==> config.mk <==
export PLATFORM = sky130hd
export DESIGN_NAME = mbus_arbiter_flat
export DESIGN_NICKNAME = d
export VERILOG_FILES = /design/src/gen_bus_pkg.sv /design/src/mbus_if.sv /design/src/z80_ext_if.sv /design/src/mbus_arbiter.sv /design/src/flat_wrapper.sv
export VERILOG_INCLUDE_DIRS = /design/src
export SDC_FILE = /design/constraint.sdc
export NUM_CORES = 1
export LEC_CHECK = 0
export BUFFER_PORTS_ARGS = -buffer_cell sky130_fd_sc_hd__buf_2
export CAP_MARGIN = 20
export CORE_MARGIN = 8
export CORE_UTILIZATION = 45
export CTS_BUF_LIST = sky130_fd_sc_hd__clkbuf_16
export DETAILED_ROUTE_END_ITERATION = 8
export GPL_ROUTABILITY_DRIVEN = 0
export PLACE_DENSITY = 0.84
export SETUP_SLACK_MARGIN = 0.5
export SYNTH_ARGS = -nofsm -noshare
export SYNTH_HDL_FRONTEND = slang
export SYNTH_SLANG_ARGS = --single-unit
==> constraint.sdc <==
create_clock -name MCLK -period 10.8 [get_ports MCLK]
set_input_delay 1.62 -clock MCLK [delete_from_list [all_inputs] [get_ports MCLK]]
set_output_delay 1.62 -clock MCLK [all_outputs]
set_load 0.005 [all_outputs]
==> src/gen_bus_cfg.svh <==
// Bus widths, refresh period and region constants, included by the bus core RTL
`ifndef GEN_BUS_CFG_SVH
`define GEN_BUS_CFG_SVH

// Word address covers 68000 address bits 23 to 1
`define GEN_ADDR_W 23
`define GEN_DATA_W 16

// Refresh request interval in MCLK cycles
`define GEN_REFRESH_PERIOD 384

// Open-bus latch value out of reset (a NOP opcode)
`define GEN_OPEN_BUS_INIT 16'h4E71

// Z80 work RAM, 8 KB
`define GEN_ZRAM_AW 13

// Bank register holds 68000 address bits 23 to 15
`define GEN_BANK_W 9

// Region bases, compared against the top address bits
`define GEN_ZBUS_BASE 8'hA0
`define GEN_CTRL_BASE 12'hA11
`define GEN_FDC_BASE 16'hA120
// Z80 7F00h-7FFFh lands here
`define GEN_VDP_WIN 16'hC000

`endif

==> src/gen_bus_pkg.sv <==
// State and source types shared by the MBUS arbiter and the ZBUS controller
package gen_bus_pkg;

	// Main bus arbiter states
	typedef enum logic [3:0] {
		MBUS_IDLE,
		MBUS_SELECT,
		MBUS_RAM_WAIT,
		MBUS_RAM_READ,
		MBUS_RAM_WRITE,
		MBUS_ROM_READ,
		MBUS_ZBUS_READ,
		MBUS_FDC_READ,
		MBUS_NOT_USED,
		MBUS_REFRESH,
		MBUS_FINISH
	} mbus_state_t;

	// Owner of the current MBUS cycle
	typedef enum logic [1:0] {
		SRC_NONE,
		SRC_M68K,
		SRC_Z80
	} mbus_src_t;

	typedef enum logic [1:0] {
		ZBUS_IDLE,
		ZBUS_READ,
		ZBUS_FINISH
	} zbus_state_t;

	typedef enum logic {
		ZSRC_MBUS,
		ZSRC_Z80
	} zbus_src_t;

endpackage

==> src/mbus_if.sv <==
// Arbitrated MBUS cycle from the arbiter to the ZBUS controller, with its replies
`timescale 1ns/1ps
`include "gen_bus_cfg.svh"

interface mbus_if;
	logic [`GEN_ADDR_W:1]   addr;
	logic [`GEN_DATA_W-1:0] wdata;
	logic                   rnw;
	logic                   uds_n;
	logic                   lds_n;
	// Held for the whole ZBUS window cycle
	logic                   zbus_sel;
	// One-cycle strobe for the control registers
	logic                   ctrl_sel;
	logic [7:0]             zbus_rdata;
	logic                   zbus_dtack_n;
	// Combinational decode of the control offsets
	logic                   ctrl_hit;
	logic                   ctrl_flag;

	modport arbiter (
		output addr, wdata, rnw, uds_n, lds_n, zbus_sel, ctrl_sel,
		input  zbus_rdata, zbus_dtack_n, ctrl_hit, ctrl_flag
	);

	modport zbus (
		input  addr, wdata, rnw, uds_n, lds_n, zbus_sel, ctrl_sel,
		output zbus_rdata, zbus_dtack_n, ctrl_hit, ctrl_flag
	);

endinterface

==> src/z80_ext_if.sv <==
// Z80 requests into 68000 space from the ZBUS controller to the arbiter, and completions
`timescale 1ns/1ps
`include "gen_bus_cfg.svh"

interface z80_ext_if;
	// Held while the Z80 access lasts
	logic                   ext_req;
	logic [`GEN_ADDR_W:1]   ext_addr;
	logic [`GEN_DATA_W-1:0] ext_wdata;
	// Even Z80 address, upper byte lane
	logic                   ext_upper;
	logic                   ext_rnw;
	logic [`GEN_DATA_W-1:0] ext_rdata;
	logic                   ext_dtack_n;

	modport zbus (
		output ext_req, ext_addr, ext_wdata, ext_upper, ext_rnw,
		input  ext_rdata, ext_dtack_n
	);

	modport arbiter (
		input  ext_req, ext_addr, ext_wdata, ext_upper, ext_rnw,
		output ext_rdata, ext_dtack_n
	);

endinterface

==> src/mbus_arbiter.sv <==
// Main bus arbiter with region decode, refresh timer and open-bus latch, used by the top level
`timescale 1ns/1ps
`include "gen_bus_cfg.svh"

module mbus_arbiter (
	input  logic                   MCLK,
	input  logic                   reset,
	input  logic [`GEN_ADDR_W:1]   m68k_a,
	input  logic [`GEN_DATA_W-1:0] m68k_do,
	input  logic                   m68k_as_n,
	input  logic                   m68k_uds_n,
	input  logic                   m68k_lds_n,
	input  logic                   m68k_rnw,
	output logic [`GEN_DATA_W-1:0] m68k_di,
	output logic                   m68k_dtack_n,
	output logic [`GEN_ADDR_W:1]   va,
	output logic [`GEN_DATA_W-1:0] vdo,
	input  logic [`GEN_DATA_W-1:0] vdi,
	output logic                   rnw,
	output logic                   uds_n,
	output logic                   lds_n,
	output logic                   asel_n,
	input  logic                   dtack_n,
	input  logic                   cart_n,
	output logic                   ce0_n,
	output logic                   rom_n,
	output logic                   ras2_n,
	output logic                   fdc_n,
	output logic                   wrl_n,
	output logic                   wrh_n,
	output logic                   oe_n,
	output logic                   ram_ce_n,
	input  logic                   ram_rdy,
	output logic                   rfs,
	input  logic                   rfs_rdy,
	mbus_if.arbiter                mbus,
	z80_ext_if.arbiter             ext
);

	localparam int RT_W = $clog2(`GEN_REFRESH_PERIOD);

	gen_bus_pkg::mbus_state_t mstate;
	gen_bus_pkg::mbus_src_t   msrc;
	logic [RT_W-1:0]          refresh_timer;
	logic                     rfs_pend;
	logic [`GEN_DATA_W-1:0]   open_bus;
	logic                     rom_act;
	logic                     ram_act;
	logic                     ctrl_act;
	logic                     fdc_act;

	// ------------------------------------------------------------------------
	// Arbitration FSM
	// ------------------------------------------------------------------------
	always_ff @(posedge MCLK) begin
		if (reset) begin
			mstate          <= gen_bus_pkg::MBUS_IDLE;
			msrc            <= gen_bus_pkg::SRC_NONE;
			m68k_dtack_n    <= 1'b1;
			ext.ext_dtack_n <= 1'b1;
			mbus.rnw        <= 1'b1;
			mbus.uds_n      <= 1'b1;
			mbus.lds_n      <= 1'b1;
			mbus.zbus_sel   <= 1'b0;
			mbus.ctrl_sel   <= 1'b0;
			asel_n          <= 1'b1;
			rom_act         <= 1'b0;
			ram_act         <= 1'b0;
			ctrl_act        <= 1'b0;
			fdc_act         <= 1'b0;
			open_bus        <= `GEN_OPEN_BUS_INIT;
			rfs             <= 1'b0;
			rfs_pend        <= 1'b0;
			refresh_timer   <= '0;
		end else begin
			mbus.ctrl_sel <= 1'b0;

			// Refresh becomes pending every period, served from idle
			refresh_timer <= refresh_timer + 1'b1;
			if (refresh_timer == RT_W'(`GEN_REFRESH_PERIOD - 1)) begin
				refresh_timer <= '0;
				rfs_pend      <= 1'b1;
			end

			case (mstate)
			gen_bus_pkg::MBUS_IDLE: begin
				msrc <= gen_bus_pkg::SRC_NONE;
				if (rfs_pend) begin
					rfs_pend <= 1'b0;
					rfs      <= 1'b1;
					mstate   <= gen_bus_pkg::MBUS_REFRESH;
				end else if (!m68k_as_n && (!m68k_uds_n || !m68k_lds_n) && m68k_dtack_n) begin
					msrc       <= gen_bus_pkg::SRC_M68K;
					mbus.addr  <= m68k_a;
					mbus.wdata <= m68k_do;
					mbus.uds_n <= m68k_uds_n;
					mbus.lds_n <= m68k_lds_n;
					mbus.rnw   <= m68k_rnw;
					asel_n     <= m68k_a[23];
					mstate     <= gen_bus_pkg::MBUS_SELECT;
				end else if (ext.ext_req && ext.ext_dtack_n) begin
					msrc       <= gen_bus_pkg::SRC_Z80;
					mbus.addr  <= ext.ext_addr;
					mbus.wdata <= ext.ext_wdata;
					// Z80 is byte wide, one lane per access
					mbus.uds_n <= ~ext.ext_upper;
					mbus.lds_n <= ext.ext_upper;
					mbus.rnw   <= ext.ext_rnw;
					asel_n     <= ext.ext_addr[23];
					mstate     <= gen_bus_pkg::MBUS_SELECT;
				end
			end

			gen_bus_pkg::MBUS_SELECT: begin
				// Anything not decoded completes with open-bus data
				mstate <= gen_bus_pkg::MBUS_NOT_USED;
				if (!mbus.addr[23]) begin
					rom_act <= 1'b1;
					mstate  <= gen_bus_pkg::MBUS_ROM_READ;
				end else if (mbus.addr[23:16] == `GEN_ZBUS_BASE) begin
					mbus.zbus_sel <= 1'b1;
					mstate        <= gen_bus_pkg::MBUS_ZBUS_READ;
				end else if (mbus.addr[23:12] == `GEN_CTRL_BASE && mbus.addr[7:1] == '0) begin
					mbus.ctrl_sel <= 1'b1;
					ctrl_act      <= 1'b1;
				end else if (mbus.addr[23:8] == `GEN_FDC_BASE) begin
					fdc_act <= 1'b1;
					mstate  <= gen_bus_pkg::MBUS_FDC_READ;
				end else if (&mbus.addr[23:21]) begin
					ram_act <= 1'b1;
					mstate  <= gen_bus_pkg::MBUS_RAM_WAIT;
				end
			end

			gen_bus_pkg::MBUS_RAM_WAIT: begin
				if (!ram_rdy) begin
					mstate <= mbus.rnw ? gen_bus_pkg::MBUS_RAM_READ : gen_bus_pkg::MBUS_RAM_WRITE;
				end
			end

			gen_bus_pkg::MBUS_RAM_READ: begin
				if (ram_rdy) begin
					m68k_dtack_n    <= (msrc != gen_bus_pkg::SRC_M68K);
					ext.ext_dtack_n <= (msrc != gen_bus_pkg::SRC_Z80);
					mstate          <= gen_bus_pkg::MBUS_FINISH;
				end
			end

			gen_bus_pkg::MBUS_ZBUS_READ: begin
				if (!mbus.zbus_dtack_n) begin
					m68k_dtack_n    <= (msrc != gen_bus_pkg::SRC_M68K);
					ext.ext_dtack_n <= (msrc != gen_bus_pkg::SRC_Z80);
					mstate          <= gen_bus_pkg::MBUS_FINISH;
				end
			end

			// Cartridge and FDC both answer on the external dtack
			gen_bus_pkg::MBUS_ROM_READ,
			gen_bus_pkg::MBUS_FDC_READ: begin
				if (!dtack_n) begin
					m68k_dtack_n    <= (msrc != gen_bus_pkg::SRC_M68K);
					ext.ext_dtack_n <= (msrc != gen_bus_pkg::SRC_Z80);
					mstate          <= gen_bus_pkg::MBUS_FINISH;
				end
			end

			gen_bus_pkg::MBUS_RAM_WRITE,
			gen_bus_pkg::MBUS_NOT_USED: begin
				m68k_dtack_n    <= (msrc != gen_bus_pkg::SRC_M68K);
				ext.ext_dtack_n <= (msrc != gen_bus_pkg::SRC_Z80);
				mstate          <= gen_bus_pkg::MBUS_FINISH;
			end

			gen_bus_pkg::MBUS_REFRESH: begin
				if (!rfs_rdy) begin
					rfs    <= 1'b0;
					mstate <= gen_bus_pkg::MBUS_IDLE;
				end
			end

			gen_bus_pkg::MBUS_FINISH: begin
				// Close once the owner has dropped its request
				if ((msrc == gen_bus_pkg::SRC_M68K && m68k_as_n && !m68k_dtack_n) ||
					(msrc == gen_bus_pkg::SRC_Z80 && !ext.ext_req && !ext.ext_dtack_n)) begin
					m68k_dtack_n    <= 1'b1;
					ext.ext_dtack_n <= 1'b1;
					mbus.rnw        <= 1'b1;
					mbus.uds_n      <= 1'b1;
					mbus.lds_n      <= 1'b1;
					mbus.zbus_sel   <= 1'b0;
					asel_n          <= 1'b1;
					rom_act         <= 1'b0;
					ram_act         <= 1'b0;
					ctrl_act        <= 1'b0;
					fdc_act         <= 1'b0;
					mstate          <= gen_bus_pkg::MBUS_IDLE;
					if (msrc == gen_bus_pkg::SRC_M68K) begin
						open_bus <= m68k_di;
					end
				end
			end

			default: mstate <= gen_bus_pkg::MBUS_IDLE;
			endcase
		end
	end

	// ------------------------------------------------------------------------
	// Read data and external strobes
	// ------------------------------------------------------------------------
	always_comb begin
		if (rom_act || ram_act || fdc_act) begin
			m68k_di = vdi;
		end else if (mbus.zbus_sel) begin
			m68k_di = {mbus.zbus_rdata, mbus.zbus_rdata};
		end else if (ctrl_act) begin
			// Only bit 8 is real, the rest floats
			m68k_di = {open_bus[15:9], mbus.ctrl_hit ? mbus.ctrl_flag : open_bus[8], open_bus[7:0]};
		end else begin
			m68k_di = open_bus;
		end
	end

	assign ext.ext_rdata = m68k_di;

	assign va    = mbus.addr;
	assign vdo   = mbus.wdata;
	assign rnw   = mbus.rnw;
	assign uds_n = mbus.uds_n;
	assign lds_n = mbus.lds_n;

	// Cartridge map swaps halves when cart_n is high
	assign ce0_n  = ~(va[23:22] == {1'b0, cart_n});
	assign rom_n  = ~(va[23:21] == {1'b0, ~cart_n, 1'b0});
	assign ras2_n = ~(va[23:21] == {1'b0, ~cart_n, 1'b1});
	assign fdc_n  = ~(va[23:8] == `GEN_FDC_BASE);

	assign ram_ce_n = ~ram_act;
	assign wrl_n    = mbus.rnw | mbus.lds_n;
	assign wrh_n    = mbus.rnw | mbus.uds_n;
	assign oe_n     = ~mbus.rnw;

endmodule

==> src/flat_wrapper.sv <==
// flat-port wrapper written by rule: the top's interface ports become plain ports
module mbus_arbiter_flat 
  (MCLK, reset, m68k_a, m68k_do, m68k_as_n, m68k_uds_n, m68k_lds_n, m68k_rnw, m68k_di, m68k_dtack_n, va, vdo, vdi, rnw, uds_n, lds_n, asel_n, dtack_n, cart_n, ce0_n, rom_n, ras2_n, fdc_n, wrl_n, wrh_n, oe_n, ram_ce_n, ram_rdy, rfs, rfs_rdy, mbus_addr, mbus_wdata, mbus_rnw, mbus_uds_n, mbus_lds_n, mbus_zbus_sel, mbus_ctrl_sel, mbus_zbus_rdata, mbus_zbus_dtack_n, mbus_ctrl_hit, mbus_ctrl_flag, ext_ext_req, ext_ext_addr, ext_ext_wdata, ext_ext_upper, ext_ext_rnw, ext_ext_rdata, ext_ext_dtack_n);
  mbus_if mbus_i ();
  z80_ext_if ext_i ();
  input  logic MCLK;
  input  logic reset;
  input  logic [`GEN_ADDR_W:1] m68k_a;
  input  logic [`GEN_DATA_W-1:0] m68k_do;
  input  logic m68k_as_n;
  input  logic m68k_uds_n;
  input  logic m68k_lds_n;
  input  logic m68k_rnw;
  output logic [`GEN_DATA_W-1:0] m68k_di;
  output logic m68k_dtack_n;
  output logic [`GEN_ADDR_W:1] va;
  output logic [`GEN_DATA_W-1:0] vdo;
  input  logic [`GEN_DATA_W-1:0] vdi;
  output logic rnw;
  output logic uds_n;
  output logic lds_n;
  output logic asel_n;
  input  logic dtack_n;
  input  logic cart_n;
  output logic ce0_n;
  output logic rom_n;
  output logic ras2_n;
  output logic fdc_n;
  output logic wrl_n;
  output logic wrh_n;
  output logic oe_n;
  output logic ram_ce_n;
  input  logic ram_rdy;
  output logic rfs;
  input  logic rfs_rdy;
  output wire logic [$bits(mbus_i.addr)-1:0] mbus_addr;
  output wire logic [$bits(mbus_i.wdata)-1:0] mbus_wdata;
  output wire logic [$bits(mbus_i.rnw)-1:0] mbus_rnw;
  output wire logic [$bits(mbus_i.uds_n)-1:0] mbus_uds_n;
  output wire logic [$bits(mbus_i.lds_n)-1:0] mbus_lds_n;
  output wire logic [$bits(mbus_i.zbus_sel)-1:0] mbus_zbus_sel;
  output wire logic [$bits(mbus_i.ctrl_sel)-1:0] mbus_ctrl_sel;
  input wire logic [$bits(mbus_i.zbus_rdata)-1:0] mbus_zbus_rdata;
  input wire logic [$bits(mbus_i.zbus_dtack_n)-1:0] mbus_zbus_dtack_n;
  input wire logic [$bits(mbus_i.ctrl_hit)-1:0] mbus_ctrl_hit;
  input wire logic [$bits(mbus_i.ctrl_flag)-1:0] mbus_ctrl_flag;
  input wire logic [$bits(ext_i.ext_req)-1:0] ext_ext_req;
  input wire logic [$bits(ext_i.ext_addr)-1:0] ext_ext_addr;
  input wire logic [$bits(ext_i.ext_wdata)-1:0] ext_ext_wdata;
  input wire logic [$bits(ext_i.ext_upper)-1:0] ext_ext_upper;
  input wire logic [$bits(ext_i.ext_rnw)-1:0] ext_ext_rnw;
  output wire logic [$bits(ext_i.ext_rdata)-1:0] ext_ext_rdata;
  output wire logic [$bits(ext_i.ext_dtack_n)-1:0] ext_ext_dtack_n;
  assign mbus_addr = mbus_i.addr;
  assign mbus_wdata = mbus_i.wdata;
  assign mbus_rnw = mbus_i.rnw;
  assign mbus_uds_n = mbus_i.uds_n;
  assign mbus_lds_n = mbus_i.lds_n;
  assign mbus_zbus_sel = mbus_i.zbus_sel;
  assign mbus_ctrl_sel = mbus_i.ctrl_sel;
  assign mbus_i.zbus_rdata = mbus_zbus_rdata;
  assign mbus_i.zbus_dtack_n = mbus_zbus_dtack_n;
  assign mbus_i.ctrl_hit = mbus_ctrl_hit;
  assign mbus_i.ctrl_flag = mbus_ctrl_flag;
  assign ext_i.ext_req = ext_ext_req;
  assign ext_i.ext_addr = ext_ext_addr;
  assign ext_i.ext_wdata = ext_ext_wdata;
  assign ext_i.ext_upper = ext_ext_upper;
  assign ext_i.ext_rnw = ext_ext_rnw;
  assign ext_ext_rdata = ext_i.ext_rdata;
  assign ext_ext_dtack_n = ext_i.ext_dtack_n;
  mbus_arbiter u_core (.MCLK(MCLK), .reset(reset), .m68k_a(m68k_a), .m68k_do(m68k_do), .m68k_as_n(m68k_as_n), .m68k_uds_n(m68k_uds_n), .m68k_lds_n(m68k_lds_n), .m68k_rnw(m68k_rnw), .m68k_di(m68k_di), .m68k_dtack_n(m68k_dtack_n), .va(va), .vdo(vdo), .vdi(vdi), .rnw(rnw), .uds_n(uds_n), .lds_n(lds_n), .asel_n(asel_n), .dtack_n(dtack_n), .cart_n(cart_n), .ce0_n(ce0_n), .rom_n(rom_n), .ras2_n(ras2_n), .fdc_n(fdc_n), .wrl_n(wrl_n), .wrh_n(wrh_n), .oe_n(oe_n), .ram_ce_n(ram_ce_n), .ram_rdy(ram_rdy), .rfs(rfs), .rfs_rdy(rfs_rdy), .mbus(mbus_i), .ext(ext_i));
endmodule
Word-level counts from Yosys, hierarchy flattened
Index checks and enable logic that the tools add are counted.
{"block": "totals", "out_inout_bits": 130, "in_bits": 118, "reg_bits": 84, "word_cells": 196}
{"block": "op_classes", "addsub": 1, "bitwise_logic": 14, "n_eq_ne": 40, "n_reduce_logical": 41, "mux": 80}
{"operator": "$mux W16", "n": 4}
{"operator": "$mux W4", "n": 14}
{"operator": "$mux W23", "n": 2}
{"operator": "$mux W1", "n": 42}
{"operator": "$pmux W4 S9", "n": 1}
{"operator": "$ne A2 B2 Y1 const B", "n": 11}
{"operator": "$pmux W1 S2", "n": 10}
{"operator": "$eq A16 B16 Y1 const B", "n": 1}
{"operator": "$eq A4 B3 Y1 const B", "n": 4}
{"operator": "$ne A2 B1 Y1 const B", "n": 8}
{"operator": "$reduce_and A7 Y1", "n": 2}
{"operator": "$eq A12 B12 Y1 const B", "n": 1}
{"operator": "$eq A4 B4 Y1 const B", "n": 3}
{"operator": "$not A1 Y1", "n": 12}
{"operator": "$reduce_and A3 Y1", "n": 4}
{"operator": "$reduce_and A4 Y1", "n": 3}
{"operator": "$pmux W1 S5", "n": 2}
{"operator": "$reduce_and A5 Y1", "n": 2}
{"operator": "$add A9 B1 Y9 const B", "n": 1}
{"operator": "$eq A9 B9 Y1 const B", "n": 1}
{"operator": "$mux W9", "n": 1}
{"operator": "$eq A4 B2 Y1 const B", "n": 2}
{"operator": "$eq A8 B8 Y1 const B", "n": 1}
{"operator": "$logic_and A1 B1 Y1", "n": 8}
{"operator": "19 further kinds", "n": 36}

Logic depth before layout (Yosys ltp)
Gate-level depths: netlist (run 1).
{"block": "logic_depth", "word_depth": 7, "ltp_mapped": 8, "ltp_nobuf": 5}

Least setup slack after synthesis (run 1)
OpenSTA, ideal clock, no wires.
{"block": "synth_path", "kind": "input to register", "from": "in m68k_as_n", "to": "reg u_core.mbus.addr[10], enable pin", "setup_slack_ns": 6.344, "setup_time_ns": 0.440, "path_buffers": 0, "t_required_ns": 10.360, "t_arrival_ns": 4.016, "cell_stages": 4, "path_cell_list": "nand2b_1 > o21ai_0 > and2_1 > nor2b_1"}
{"block": "synth_between", "elab_chain_len": 5}
{"item": "from (decl)", "line": "flat_wrapper.sv:10", "source": "input logic m68k_as_n;"}
{"item": "$logic_not A1 Y1", "line": "mbus_arbiter.sv:92", "source": "end else if (!m68k_as_n && (!m68k_uds_n || !m68k_lds_n) && m68k_dtack_n) begin"}
{"item": "$logic_and A1 B1 Y1 (2 in series)", "line": "mbus_arbiter.sv:92"}
{"item": "$reduce_bool A2 Y1 (no line)"}
{"item": "$reduce_and A4 Y1 (no line)"}
{"item": "to (signal assigned)", "line": "mbus_arbiter.sv:94", "source": "mbus.addr <= m68k_a;"}
{"item": "to (signal assigned)", "line": "mbus_arbiter.sv:103", "source": "mbus.addr <= ext.ext_addr;"}
{"item": "to (decl)", "line": "mbus_if.sv:22", "source": "output addr, wdata, rnw, uds_n, lds_n, zbus_sel, ctrl_sel,"}
No other way between the ends.
A chain may end at the register's enable or synchronous reset.

Final worst setup path (run 1)
{"block": "layout_path", "from": "in mbus_ctrl_hit", "to": "out m68k_di[8]"}
{"block": "layout_between", "elab_chain_len": 4}
{"item": "from (decl)", "line": "flat_wrapper.sv:45", "source": "input wire logic [$bits(mbus_i.ctrl_hit)-1:0] mbus_ctrl_hit;"}
{"item": "$mux W1", "line": "mbus_arbiter.sv:218", "source": "m68k_di = {open_bus[15:9], mbus.ctrl_hit ? mbus.ctrl_flag : open_bus[8], open_bus[7:0]};"}
{"item": "$mux W9", "line": "mbus_arbiter.sv:216", "source": "end else if (ctrl_act) begin"}
{"item": "$mux W16", "line": "mbus_arbiter.sv:214", "source": "end else if (mbus.zbus_sel) begin"}
{"item": "$mux W16", "line": "mbus_arbiter.sv:212", "source": "if (rom_act || ram_act || fdc_act) begin"}
{"item": "to (decl)", "line": "flat_wrapper.sv:14", "source": "output logic [`GEN_DATA_W-1:0] m68k_di;"}
No other way between the ends.

==> results of run 1 <==
## flip-flops by register name (all words and copies together), names as in the netlist, 2 cells and up
signal / flops
u_core.mbus.addr: 23
u_core.mbus.wdata: 16
u_core.msrc: 2
u_core.mstate: 4
u_core.open_bus: 16
u_core.refresh_timer: 9
## metal layers
layer,vias up,share of wire,routed length [µm],GRT usage
li1,1989,-,-,-
met1,1898,0.38,5206,0.1916
met2,203,0.50,6797,0.3345
met3,17,0.092,1252,0.07473
met4,0,0.021,280,0.07115
met5,-,0,0,0
## cells by family after synthesis
family | after synthesis | share of synthesized area
compound gates | 80 | 0.1092
xor+xnor | 7 | 0.01296
fa+ha+maj | 1 | 0.002644
buf+inv | 92 | 0.1248
flops | 84 | 0.4380
mux | 58 | 0.1330
simple gates | 159 | 0.1793
## worst paths after layout
kind | slack (ns) | cells past startpoint | endpoint
setup / recovery | 6.65 | 6 | m68k_di[8]
setup reg to reg | 8.40 | 5 | u_core.open_bus[2]
hold / removal | 0.45 | 2 | u_core.open_bus[15]
hold reg to reg | 0.45 | 2 | u_core.open_bus[15]
## synth_stat cells, types with 6 or more instances
cell type / instances / share of area
o22ai_1: 6 / 0.0079
a21oi_1: 21 / 0.022
mux2_2: 39 / 0.093
or2_2: 6 / 0.0079
nand2_1: 44 / 0.035
edfxtp_1: 39 / 0.25
o21ai_0: 22 / 0.023
nor3_1: 8 / 0.0085
inv_1: 8 / 0.0063
buf_4: 58 / 0.092
mux2i_1: 19 / 0.040
dfxtp_1: 45 / 0.19
nand2b_1: 7 / 0.0093
buf_2: 10 / 0.011
clkbuf_1: 10 / 0.0079
o21bai_1: 11 / 0.017
nand3_1: 6 / 0.0063
nor2_1: 45 / 0.036
## through the flow
stage	total power, W	area (µm²)
2_1_floorplan	0.0006993	4731
3_3_place_gp	0.0007854	5584
3_5_place_dp	0.0007991	5584
4_1_cts	0.001088	5861
5_1_grt	0.001141	5881
6_report	0.001079	5881
## worst min-delay path, cell delays in order (launching register included)
cell	delay (ns)
dfxtp_1	0.31
nand2_1	0.05
a21oi_1	0.05
## where the power goes
| part | leakage, nW | switching, W | internal [W] |
|---|---|---|---|
| Sequential | 0.727 | 0.0000529 | 0.000392 |
| Clock | 0.146 | 0.000120 | 0.000167 |
| Combinational | 1.65 | 0.000180 | 0.000167 |
| Total | 2.52 | 0.000353 | 0.000727 |
## layout make-up
| cell class | count | share of cell area |
|---|---|---|
| clock buffers | 10 | 0.04255 |
| clock inverters | 6 | 0.004468 |
| inverters | 8 | 0.005106 |
| multi-input cells | 305 | 0.3530 |
| flip-flops and latches | 84 | 0.3523 |
| well taps | 136 | 0.02894 |
| repair buffers | 248 | 0.2136 |
==> impl_metrics.ini, run 1 <==
[outcome]
run_status = completed

[global_route]
grt_util_all_layers = 0.1867
grt_remaining_overflow = 0
grt_first_pass_wirelength_mm = 21.56
antenna_violations_before_repair = 0
grt_pass1_vias = 4324
grt_max_degree = 44

[clock_tree]
cts_hold_buffers = 0
cts_made_buffers = 9
post_cts.repair.setup_buffers = 0
cts_max_path_buffers = 2
cts-htree-levels = 3
tritoncts_num_sinks = 84
clk-insertion-delay-late_ns = 0.34
root_buffer = clkbuf_16
cts_tree = yes
cts.reportedPaths.clkPinSlew_ns = 0.06
cts_repair_resize_count = 0

[placed_design]
dp.final_hpwl_mm = 11.01
portBuffers = 247
pre_cts_ws_ns = 6.661
placedCellCount = 780

[cells_and_area]
most-common-layout-cells = 247 x buf_2, 45 x nor2_1, 45 x dfxtp_1
sequential_cell_area_um2 = 2072
total_area_of_multi_input_combinational_cells_um2 = 2076
layout-drive-gt1-share = 0.4871
fill_cells = 890
area_delta_synth_final_pct = 24.31
post_layout_nonfiller_instances = 797
layout_commonest_cell = buf_2
num_antenna_cells = 0
layout.core_utilization = 0.5722
final_net_count = 775

[timing]
finalWorstSetupSlack_ns = 6.651
final.setup_skew_ns = 0.01086
hold_ws_ns = 0.4534
report.final.slew_viol_count = 0
finalWorstPathRequiredPeriod_ns = 4.149
worst_slew_margin_rel = 0.3308
hold_viol_final = 0
max_freq_mhz = 241.0
tns_ns = 0
min_period_over_period = 0.3842
tightestPinTransition_ns = 1.004
setup_violations = 0
setup_repair_after_global_routing_missed_its_margin = no

[synthesis]
yosys_warnings = 0
synth_seq_cells = 84
synth_enable_flop_cells = 39
synth_sequential_area_ratio = 0.4380
post_synth.cell_area_avg_um2 = 9.835
post_synth_inst_count = 481
synth.cell_area_um2 = 4731
synth_cell_types = 56
main_flop_type_after_synthesis = dfxtp_1
net_count_synth = 600
synth_async_sr_flop_share = 0

[die]
die_y_um = 118.5
io-pin-count = 248
num_rows = 37
start_util = 0.4603
die_area_um2 = 14050
die_width_um = 118.5
core_region_area_um2 = 10280

[critical_path]
timing.critical_path.max_delay_family = compound AO/OA/AOI/OAI gates
worst-setup-path-type = input port to output port
timing.critical_path.fanout_max = 2
crit_path_end_kind = output port
critical_path.n_buffers_inverters = 2
worstPathRequired_ns = 9.18
cp.arrival_ns = 2.53
crit_slowest_cell = a311oi_1
critical-path-max-stage-delay_ns = 0.29
timing.critical_path.from_type = input port
cp-startpoint = mbus_ctrl_hit
crit_top_cell = buf_2
r2r-start = u_core.mstate[3]
cp_cell_sequence = buf_2 > a21boi_0 > a311oi_1 > nor3_1 > a21o_1 > buf_2

[route]
drtAntennaViolNets = 0
detail_route.first_pass.iterations = 4
vias_per_cell = 5.153
drtIter0Drc = 305
drc = 0
wl_per_cell_um = 16.98
via_count = 4107
postRouteWirelength_mm = 13.54

[pwr]
power_leakage_nw = 2.523
power.ir.vdd_worst_mv = 0.1088
cellPowerDensity_nw_per_um2 = 183.5

[hold_path]
launch_point_of_the_worst_hold_path = u_core.open_bus[15]
worstHoldPathType = flop to flop

[flow_run]
timing.max_cap.violations = 0
(Power assumes the default switching activity.)
==> run 2: changes to the inputs <==
ABC_AREA = 1   (was unset)
clock period = 4.2 ns   (was 10.8 ns; I/O delays follow)
==> run 2 against run 1 <==
  * Synthesized cell count increased by 30%
  * Worst hold slack better by 0.0018 ns
  * First-iteration DRC count rose by 3.6%
  * Critical path depth is the same
  * Clock skew down 0.0020 ns
  * Area after synthesis down 2.6%
  * Clock power increased to 2.9 times the previous value
==> impl_metrics.ini, run 2 <==
[critical_path]
timing.critical_path.fanout_max = 30
cp.arrival_ns = 1.89
crit_path_end_kind = output port
worst-setup-path-type = flop to output port
worstPathRequired_ns = 3.57
timing.critical_path.from_type = flop

[timing]
finalWorstPathRequiredPeriod_ns = 2.525
setup_repair_after_global_routing_missed_its_margin = no
tns_ns = 0
setup_violations = 0
worst_slew_margin_rel = 0.2918
report.final.slew_viol_count = 0
hold_viol_final = 0
final.setup_skew_ns = 0.008840
tightestPinTransition_ns = 1.060
max_freq_mhz = 396.1
min_period_over_period = 0.6012

[pwr]
cellPowerDensity_nw_per_um2 = 630.1
p_switching_w = 0.001443
power_frac_seq = 0.334
p_clk_frac = 0.226
power.ir.vdd_worst_mv = 0.3304
power_leakage_nw = 3.018
totalPowerFinal_w = 0.003665
combinationalPowerShare = 0.441
power.share.switching = 0.3938
internal_power_w = 0.002222

[synthesis]
synth.top_cell.area_share = 0.2542
synth_top_area_cell = edfxtp_1
synth_async_sr_flop_share = 0
synth_sequential_area_ratio = 0.4498
synth_seq_cells = 84
yosysMostFrequentCell = nand2_1
post_synth_inst_count = 627
synth_cell_types = 35
post_synth.cell_area_avg_um2 = 7.348
yosys_warnings = 0
netlist_top_cells_area = edfxtp_1 25%, dfxtp_1 20%, nand2_1 19%
net_count_synth = 746
main_flop_type_after_synthesis = dfxtp_1
synth_commonest_cells = 235 x nand2_1, 82 x nor2_1, 59 x buf_4, 45 x dfxtp_1, 39 x edfxtp_1
synth.cell_area_um2 = 4607
synth_enable_flop_cells = 39

[route]
postRouteWirelength_mm = 13.82
via_count = 4486
vias_per_cell = 4.712
drc = 0
detail_route.first_pass.iterations = 5
drtIter0Drc = 316
drtAntennaViolNets = 0
wl_per_cell_um = 14.51

[clock_tree]
cts_made_buffers = 9
cts.reportedPaths.clkPinSlew_ns = 0.06
root_buffer = clkbuf_16
cts_repair_resize_count = 0
cts-htree-levels = 3
clk-insertion-delay-late_ns = 0.33
cts_tree = yes
cts_hold_buffers = 0
tritoncts_num_sinks = 84
cts_max_path_buffers = 2
post_cts.repair.setup_buffers = 0

[cells_and_area]
biggestRegsByFlops = u_core.mbus.addr (23), u_core.mbus.wdata (16), u_core.open_bus (16)
final_net_count = 929
largest_reg_flops = 23
layout.core_utilization = 0.5736
layout_commonest_cell = buf_2
fill_cells = 952
total_area_of_multi_input_combinational_cells_um2 = 1854
sequential_cell_area_um2 = 2072
post_layout_nonfiller_instances = 952
regMostFlops = u_core.mbus.addr
layout-drive-gt1-share = 0.3436
area_delta_synth_final_pct = 26.24
most-common-layout-cells = 247 x buf_2, 235 x nand2_1, 81 x nor2_1

[global_route]
grt_pass1_vias = 4273
antenna_violations_before_repair = 0
grt_first_pass_wirelength_mm = 20.91
grt_util_all_layers = 0.1968
grt_remaining_overflow = 0
grt_max_degree = 45

[placed_design]
placedCellCount = 935
dp.final_hpwl_mm = 11.27
portBuffers = 247

[die]
die_area_um2 = 13730
io-pin-count = 248
die_y_um = 117.2
num_rows = 37
die_width_um = 117.2
start_util = 0.4544
core_region_area_um2 = 10140

[outcome]
run_status = completed

[flow_run]
timing.max_cap.violations = 0

[hold_path]
worstHoldPathType = flop to flop
[run 2: cells by family after synthesis]
| group | count (synthesis) | synth area share |
|---|---|---|
| adders and majority gates | 1 | 0.002715 |
| and+or+nand+nor | 367 | 0.3275 |
| AOI/OAI and AO/OA | 55 | 0.06491 |
| xor gates and xnor gates | 3 | 0.005704 |
| DFF | 84 | 0.4498 |
| buffers and inverters | 117 | 0.1494 |
[run 2: path summary, 6_finish.rpt]
check | cells after the start | slack (ns) | end | from
max | 6 | 1.68 | ext_ext_rdata[11] | u_core.ram_act
min | 2 | 0.46 | u_core.open_bus[8] | u_core.open_bus[8]
max reg2reg | 5 | 1.94 | u_core.mbus.addr[12] | u_core.mstate[0]
min reg2reg | 2 | 0.46 | u_core.open_bus[8] | u_core.open_bus[8]
[run 2: power groups by stage]
stage	registers (W)	logic [W]	clock network, W
after global placement	0.00123	0.00161	0
after floorplan	0.00120	0.00121	0
final	0.00122	0.00161	0.000827
after global routing	0.00124	0.00183	0.000879
after CTS	0.00122	0.00164	0.000841
after detailed placement	0.00124	0.00164	0
[run 2: routing by layer]
metal	vias to the layer above	routed length, µm	track usage
li1	2309	-	-
met3	23	827	0.03848
met5	-	0	0
met2	145	6896	0.3256
met4	0	259	0.08276
met1	2009	5831	0.2454
[run 2: stage by stage]
stage	cell area, µm²	hold slack, ns	worst slack, ns
6_report	5816	0.4552	1.675
5_1_grt	5813	0.4786	1.463
4_1_cts	5813	0.4614	1.647
3_5_place_dp	5497	0.4517	1.756
3_3_place_gp	5497	0.4410	1.790
2_1_floorplan	4607	0.4292	1.072
[run 2: final cells by class]
| class | instances | area share |
|---|---|---|
| multi-input cells | 426 | 0.3188 |
| clock buffers | 9 | 0.03873 |
| clock inverters | 7 | 0.01571 |
| diodes | 1 | 0.0004303 |
| inverters | 41 | 0.02689 |
| well taps | 136 | 0.02926 |
| flip-flops and latches | 84 | 0.3563 |
| repair buffers | 248 | 0.2139 |
[run 2: critical path: stages (launching register included)]
cell	delay, ns
dfxtp_1	0.31
nor2_1	0.10
nand2_1	0.08
inv_1	0.55
nor2_1	0.10
a31oi_1	0.25
buf_2	0.17
